## src/logic/mdu_pkg.sv

```systemverilog
`default_nettype none

package mdu_pkg;

	// operand and result widths
	localparam int XLEN   = 32;
	localparam int PROD_W = 2 * XLEN;  // hi and lo together

	// partial-product stages between the operand register and hi/lo
	// the top level accepts 2, 4 or 8
	localparam int MDU_STAGES_DEFAULT = 4;

	typedef logic [XLEN-1:0]   word_t;
	typedef logic [PROD_W-1:0] dword_t;

	// encoding as sent by the cpu decoder
	// signedness goes by mnemonic: the u forms are unsigned, the rest signed
	// codes 0010/0011 were the divider and are not used here
	typedef enum logic [3:0] {
		OP_MULT  = 4'b0000,  // hi/lo = a * b, signed
		OP_MULTU = 4'b0001,  // hi/lo = a * b, unsigned
		OP_MADDU = 4'b0100,  // hi/lo += a * b, unsigned
		OP_MADD  = 4'b0101,  // hi/lo += a * b, signed
		OP_MSUB  = 4'b0110,  // hi/lo -= a * b, signed
		OP_MSUBU = 4'b0111,  // hi/lo -= a * b, unsigned
		OP_MUL   = 4'b1000   // rd = low word of a * b, hi/lo untouched
	} mdu_op_t;

endpackage

`default_nettype wire

```

## src/logic/mdu_hilo_acc.sv

```systemverilog
`timescale 1ns/1ps
`default_nettype none

module mdu_hilo_acc
	import mdu_pkg::*;
(
	input  logic    clk,
	input  logic    rst,
	input  logic    in_valid,
	input  mdu_op_t in_op,
	input  dword_t  in_prod,
	input  logic    hilo_wr,
	input  logic    hilo_wr_hi,
	input  logic    rd_hi,
	input  word_t   wdata,
	output word_t   hilo_out,
	output word_t   mul_out,
	output logic    done
);

	dword_t hilo;       // {hi, lo}
	dword_t hilo_next;  // value left by a completing op
	logic   op_wr;      // op class writes hi/lo
	word_t  mul_q;
	logic   done_q;

	// load, accumulate or subtract, all modulo 2^64
	always_comb begin
		op_wr     = 1'b0;
		hilo_next = hilo;
		case (in_op)
			OP_MULT, OP_MULTU: begin
				op_wr     = 1'b1;
				hilo_next = in_prod;
			end
			OP_MADD, OP_MADDU: begin
				op_wr     = 1'b1;
				hilo_next = hilo + in_prod;
			end
			OP_MSUB, OP_MSUBU: begin
				op_wr     = 1'b1;
				hilo_next = hilo - in_prod;
			end
			default: begin
				// mul and unused codes leave hi/lo alone
				op_wr     = 1'b0;
				hilo_next = hilo;
			end
		endcase
	end

	// a completion beats a move in the same cycle
	// a mul completion does not write hi/lo, so a move still lands then
	always_ff @(posedge clk) begin
		if (!rst) begin
			hilo <= '0;
		end else if (in_valid && op_wr) begin
			hilo <= hilo_next;
		end else if (hilo_wr) begin
			if (hilo_wr_hi) begin
				hilo[PROD_W-1:XLEN] <= wdata;  // mthi
			end else begin
				hilo[XLEN-1:0] <= wdata;       // mtlo
			end
		end
	end

	// mul result holds until the next mul completes
	always_ff @(posedge clk) begin
		if (!rst) begin
			mul_q <= '0;
		end else if (in_valid && in_op == OP_MUL) begin
			mul_q <= in_prod[XLEN-1:0];
		end
	end

	always_ff @(posedge clk) begin
		if (!rst) begin
			done_q <= 1'b0;
		end else begin
			done_q <= in_valid;  // one pulse per completion
		end
	end

	assign hilo_out = rd_hi ? hilo[PROD_W-1:XLEN] : hilo[XLEN-1:0];
	assign mul_out  = mul_q;
	assign done     = done_q;

endmodule

`default_nettype wire

```

## src/logic/mdu_operand_prep.sv

```systemverilog
`timescale 1ns/1ps
`default_nettype none

module mdu_operand_prep
	import mdu_pkg::*;
#(
	parameter int STAGES = MDU_STAGES_DEFAULT
) (
	input  logic    clk,
	input  logic    rst,
	input  logic    start,
	input  logic    kill,
	input  mdu_op_t op,
	input  word_t   a,
	input  word_t   b,
	output logic    out_valid,
	output mdu_op_t out_op,
	output dword_t  out_mcand,
	output dword_t  out_mplier,
	output dword_t  out_acc
);

	logic   accept;     // issue taken this edge
	logic   op_signed;
	dword_t a_ext;
	dword_t b_ext;

	// the slices must tile the 64 bit multiplier exactly
	if (!(STAGES == 2 || STAGES == 4 || STAGES == 8)) begin : g_bad_depth
		$error("mdu_operand_prep: STAGES must be 2, 4 or 8");
	end

	// a killed issue never enters the pipe
	assign accept = start & ~kill;

	always_comb begin
		case (op)
			OP_MULT, OP_MADD, OP_MSUB, OP_MUL: op_signed = 1'b1;
			OP_MULTU, OP_MADDU, OP_MSUBU:      op_signed = 1'b0;
			default:                           op_signed = 1'b0;
		endcase
	end

	// extend to full product width, the low 64 bits of the product are then
	// right for both signed and unsigned operands
	assign a_ext = {{XLEN{op_signed & a[XLEN-1]}}, a};
	assign b_ext = {{XLEN{op_signed & b[XLEN-1]}}, b};

	always_ff @(posedge clk) begin
		if (!rst) begin
			out_valid <= 1'b0;
		end else begin
			out_valid <= accept;
		end
	end

	// payload only moves on an accepted issue
	always_ff @(posedge clk) begin
		if (accept) begin
			out_op     <= op;
			out_mcand  <= a_ext;
			out_mplier <= b_ext;
			out_acc    <= '0;  // partial sum starts empty
		end
	end

endmodule

`default_nettype wire

```

## src/logic/mdu_pp_stage.sv

```systemverilog
`timescale 1ns/1ps
`default_nettype none

module mdu_pp_stage
	import mdu_pkg::*;
#(
	parameter int BITS_PER_STAGE = PROD_W / MDU_STAGES_DEFAULT
) (
	input  logic    clk,
	input  logic    rst,
	input  logic    in_valid,
	input  mdu_op_t in_op,
	input  dword_t  in_mcand,
	input  dword_t  in_mplier,
	input  dword_t  in_acc,
	output logic    out_valid,
	output mdu_op_t out_op,
	output dword_t  out_mcand,
	output dword_t  out_mplier,
	output dword_t  out_acc
);

	dword_t pp [BITS_PER_STAGE];  // gated, shifted multiplicands
	dword_t sum;

	// one row per multiplier bit of this slice
	for (genvar j = 0; j < BITS_PER_STAGE; j++) begin : g_row
		assign pp[j] = in_mplier[j] ? (in_mcand << j) : '0;
	end

	// adder tree left to synthesis
	always_comb begin
		sum = in_acc;
		for (int j = 0; j < BITS_PER_STAGE; j++) begin
			sum = sum + pp[j];
		end
	end

	always_ff @(posedge clk) begin
		if (!rst) begin
			out_valid <= 1'b0;
		end else begin
			out_valid <= in_valid;
		end
	end

	// the next stage sees the following slice in the low bits of the multiplier
	always_ff @(posedge clk) begin
		if (in_valid) begin
			out_op     <= in_op;
			out_acc    <= sum;
			out_mcand  <= in_mcand << BITS_PER_STAGE;
			out_mplier <= in_mplier >> BITS_PER_STAGE;
		end
	end

endmodule

`default_nettype wire

```

## src/logic/mdu_top.sv

```systemverilog
`timescale 1ns/1ps
`default_nettype none

module mdu_top
	import mdu_pkg::*;
#(
	parameter int STAGES = MDU_STAGES_DEFAULT
) (
	input  logic    clk,
	input  logic    rst,
	input  logic    start,
	input  logic    kill,
	input  mdu_op_t op,
	input  word_t   a,
	input  word_t   b,
	input  logic    hilo_wr,
	input  logic    hilo_wr_hi,
	input  word_t   wdata,
	input  logic    rd_hi,
	output word_t   hilo_out,
	output word_t   mul_out,
	output logic    done,
	output logic    busy
);

	localparam int BITS_PER_STAGE = PROD_W / STAGES;

	// chain slot i feeds stage i
	// slot STAGES is the last stage output and feeds hi/lo
	logic [STAGES:0] vld;
	mdu_op_t         op_c   [STAGES+1];
	dword_t          mcand  [STAGES+1];
	dword_t          mplier [STAGES+1];
	dword_t          acc    [STAGES+1];

	mdu_operand_prep #(
		.STAGES(STAGES)
	) u_prep (
		.clk        (clk),
		.rst        (rst),
		.start      (start),
		.kill       (kill),
		.op         (op),
		.a          (a),
		.b          (b),
		.out_valid  (vld[0]),
		.out_op     (op_c[0]),
		.out_mcand  (mcand[0]),
		.out_mplier (mplier[0]),
		.out_acc    (acc[0])
	);

	for (genvar i = 0; i < STAGES; i++) begin : g_stage
		mdu_pp_stage #(
			.BITS_PER_STAGE(BITS_PER_STAGE)
		) u_pp (
			.clk        (clk),
			.rst        (rst),
			.in_valid   (vld[i]),
			.in_op      (op_c[i]),
			.in_mcand   (mcand[i]),
			.in_mplier  (mplier[i]),
			.in_acc     (acc[i]),
			.out_valid  (vld[i+1]),
			.out_op     (op_c[i+1]),
			.out_mcand  (mcand[i+1]),
			.out_mplier (mplier[i+1]),
			.out_acc    (acc[i+1])
		);
	end

	// after the last slice the accumulator holds the full product
	mdu_hilo_acc u_acc (
		.clk        (clk),
		.rst        (rst),
		.in_valid   (vld[STAGES]),
		.in_op      (op_c[STAGES]),
		.in_prod    (acc[STAGES]),
		.hilo_wr    (hilo_wr),
		.hilo_wr_hi (hilo_wr_hi),
		.rd_hi      (rd_hi),
		.wdata      (wdata),
		.hilo_out   (hilo_out),
		.mul_out    (mul_out),
		.done       (done)
	);

	// anything in prep, in a stage, or completing this cycle
	assign busy = (|vld) | done;

endmodule

`default_nettype wire

```

## config.mk

```make
export PLATFORM = sky130hd
export DESIGN_NAME = mdu_top
export DESIGN_NICKNAME = d
export VERILOG_FILES = /design/src/logic/mdu_pkg.sv /design/src/logic/mdu_hilo_acc.sv /design/src/logic/mdu_operand_prep.sv /design/src/logic/mdu_pp_stage.sv /design/src/logic/mdu_top.sv
export SDC_FILE = /design/constraint.sdc
export NUM_CORES = 2
export LEC_CHECK = 0
export BUFFER_PORTS_ARGS = -buffer_cell sky130_fd_sc_hd__buf_4
export CORE_UTILIZATION = 30
export CTS_CLUSTER_SIZE = 30
export DETAILED_ROUTE_END_ITERATION = 12
export PLACE_DENSITY = 0.49
export SLEW_MARGIN = 15
export SYNTH_ARGS = -nofsm -noshare
export SYNTH_HDL_FRONTEND = slang
export SYNTH_SLANG_ARGS = --single-unit
```

## constraint.sdc

```tcl
create_clock -name clk -period 7.2 [get_ports clk]
set_input_delay 0.36 -clock clk [delete_from_list [all_inputs] [get_ports clk]]
set_output_delay 0.36 -clock clk [all_outputs]
set_load 0.005 [all_outputs]
```

==> qor.yml <==
ys_seq_area_share_pct: 21.9
crit_type: "flip-flop to flip-flop"
die_h_um: 484
start_util_pct: 30.3
max_cap_viol_count: 0
timing.slew.headroom_pct: 30.7
vias_per_cell: 4.67
startpoint_type: "flip-flop"
drc: 0
drt_pass1_iterations: 5
ant_nets: 0
grt_pass1_vias: 52390
finalClockSkew_ns: 0.0651
netlist_instances: 6882
routed_wl_um: 201000
avgSynthCellArea_um2: 10.1
cp-end-kind: "flip-flop"
die-area_um2: 235000
clk_pin_slew_ns: 0.06
dp_slack_ns: -0.194
detail_route.iter0.violations: 3057
grt_usage_pct: 17.2
rsz0062_at_grt: "yes"
ctsHtreeMaxLevel: 3
cts_tree: "built"
core-area_um2: 231000
dp_hpwl_um: 164000
reg2reg_slack_ns: 0.26
cp.arrival_ns: 7.36
rows: 176
dieWidth_um: 484
design_area_um2: 80600
min_period_over_period_pct: 96.4
post_dp_cell_area_um2: 76300
clock_path_buffers: 3
min_path_cells: 4
nNetsFinal: 9086
gp_congestion: 0.907
nFillCells: 23278
wire_per_inst_um: 19.4
r2r-start: "g_stage[0].u_pp.out_mplier[2]"
fin_crit_ns: 6.94
r2r.worst_path.cells: 27
final_cells: 10354
max_freq_mhz: 144
dpl.cell_count: 10066
setup_viol: 0
hold_viol: 0
async_flop_share_pct: 0
multiInputGateArea_um2: 48000
ys.flop_type: "edfxtp_1"
hold_path_class: "input pin to flip-flop"
synth-edff-count: 442
holdPathEnd: "u_acc.hilo[2]"
syn_nets: 8700
cp.required_ns: 7.62
synth_area_um2: 69800
worst_pin_slew_ns: 1.04
cts_buffers: 72
grt_pass1_wl_um: 312000
slew_violations: 0
synth_cell_types: 87
worst_slack_ns: 0.258
clock_latency_ns: 0.74
path_max_fanout: 19
ctsRootBufferMaster: "clkbuf_16"
regArea_um2: 15300
worstReg2RegEnd: "g_stage[1].u_pp.out_acc[62]"
antenna_found_initial: 4
cts.sinks: 544
synth-seq-cells: 544
status: "completed"
synthToLayoutAreaGrowth_pct: 15.4
min_from: "wdata[2]"
num_io_pins: 173
vias: 48320
grt_max_degree: 75
drive_above_1_share_pct: 9.53
ys_warn_count: 0
numPortBuffers: 172
overflow: 0
==> state kept, by name, indices dropped and copies added (netlist names) <==
register                 cells
g_stage.u_pp.out_mplier     19
u_prep.out_valid             1
u_acc.done                   1
u_acc.mul_out               32
g_stage.u_pp.out_acc       256
g_stage.u_pp.out_mcand      81
g_stage.u_pp.out_op         16
u_acc.hilo                  64
u_prep.out_mplier           33
g_stage.u_pp.out_valid       4
u_prep.out_mcand            33
u_prep.out_op                4
==> Yosys cell counts, types with 38 or more instances <==
master / number / area (um2)
a31oi_1: 38 / 238
edfxtp_1: 442 / 13300
nor3_1: 39 / 195
nor2_1: 155 / 582
xor2_1: 97 / 850
ha_1: 320 / 4000
o21ai_0: 132 / 661
fa_1: 1391 / 27800
a21oi_1: 240 / 1200
nand3_1: 50 / 250
o21bai_1: 41 / 308
clkbuf_1: 256 / 961
dfxtp_1: 102 / 2040
inv_1: 1495 / 5610
a21o_1: 76 / 571
nand2_1: 1038 / 3900
and2_1: 330 / 2060
xnor2_1: 185 / 1620
==> final cells by class <==
cell class                      count  share of cell area, %
Clock buffer                       81                   2.28
Tap cell                         3026                   4.70
Timing Repair Buffer              583                   6.61
Inverter                         1496                   6.97
Clock inverter                     52                  0.860
Antenna cell                        1                0.00311
Multi-Input combinational cell   4571                   59.6
Sequential cell                   544                   19.0
==> how the worst max path moves through the flow <==
stage / startpoint / slack, ns / cells past startpoint / end
after global placement: g_stage[0].u_pp.out_mcand[17] / -0.09 / 26 / g_stage[1].u_pp.out_acc[63]
after global routing: g_stage[0].u_pp.out_mplier[2] / -0.07 / 29 / g_stage[1].u_pp.out_acc[63]
final: g_stage[0].u_pp.out_mplier[2] / 0.26 / 27 / g_stage[1].u_pp.out_acc[62]
after CTS: g_stage[0].u_pp.out_mcand[16] / 0.01 / 24 / g_stage[1].u_pp.out_acc[62]
after detailed placement: g_stage[0].u_pp.out_mcand[29] / -0.19 / 24 / g_stage[1].u_pp.out_acc[63]
after floorplan: g_stage[0].u_pp.out_mcand[34] / 0.41 / 25 / g_stage[1].u_pp.out_acc[63]
==> critical path, stage by stage (launching register included) <==
cell and delay (ns):
edfxtp_1 0.40, buf_12 0.17, nand2_1 0.09, fa_1 0.54, inv_1 0.06, fa_1 0.53, inv_1 0.05, fa_1 0.50
inv_1 0.06, fa_1 0.49, fa_1 0.50, inv_1 0.05, fa_1 0.47, inv_1 0.04, ha_1 0.32, a21oi_1 0.18
o21bai_1 0.09, a211oi_2 0.26, o31ai_2 0.12, a41oi_1 0.22, buf_4 0.17, o21ai_0 0.08, buf_4 0.16, a2111o_1 0.41
a311oi_2 0.36, o21bai_1 0.12, a21oi_2 0.14, xnor2_1 0.08
==> cells by family after synthesis <==
family,share of synthesized area [%]
buffers and inverters,9.53
and+or+nand+nor,11.5
adders and majority gates,45.6
AOI/OAI and AO/OA,7.15
DFF,21.9
xor gates and xnor gates,3.54
muxes,0.769
==> per-layer routing <==
metal  vias up  track usage, %  wire [um]
li1      21989               -          -
met1     24877            24.2      94000
met2      1216            27.9      93200
met3       236            2.46       9680
met4         2            3.90       4120
met5         -               0         10
==> metrics by stage <==
| step | utilization, % | hold slack (ns) | TNS, ns |
|---|---|---|---|
| 2_1_floorplan | - | 0.400 | 0 |
| 3_3_place_gp | 33.1 | 0.403 | -0.123 |
| 3_5_place_dp | 33.1 | 0.405 | -0.695 |
| 4_1_cts | 34.7 | 0.00804 | 0 |
| 5_1_grt | 34.9 | 0.0281 | -0.0894 |
| 6_report | 35.0 | 0.0675 | 0 |
==> placed cells by master, fill, tap and decap left out, drive strengths merged, types with 41 or more instances in the layout <==
master,Yosys,final
edfxtp,442,442
o21ai,142,142
dlygate4sd3,0,98
xnor2,185,185
nor2,155,155
xor2,97,97
nand2,1038,1038
fa,1391,1391
nand3,50,50
and2,331,331
dfxtp,102,102
clkbuf,258,84
a21o,76,76
inv,1496,1500
ha,320,320
buf,13,482
a21oi,244,244
o21bai,41,41
==> timing repair <==
item / in CTS / in global routing
setup buffers: 5 / 48
endpoints found under the hold margin: 115 / 0
setup endpoints to repair: 14 / 29
gates cloned: 0 / 3
resized for setup: 2 / 23
pin swaps: 0 / 11
hold buffers: 98 / 0
Power is left out: the tool's default activity adds up to more than one toggle a clock period on the data nets, which glitch-free logic cannot reach.
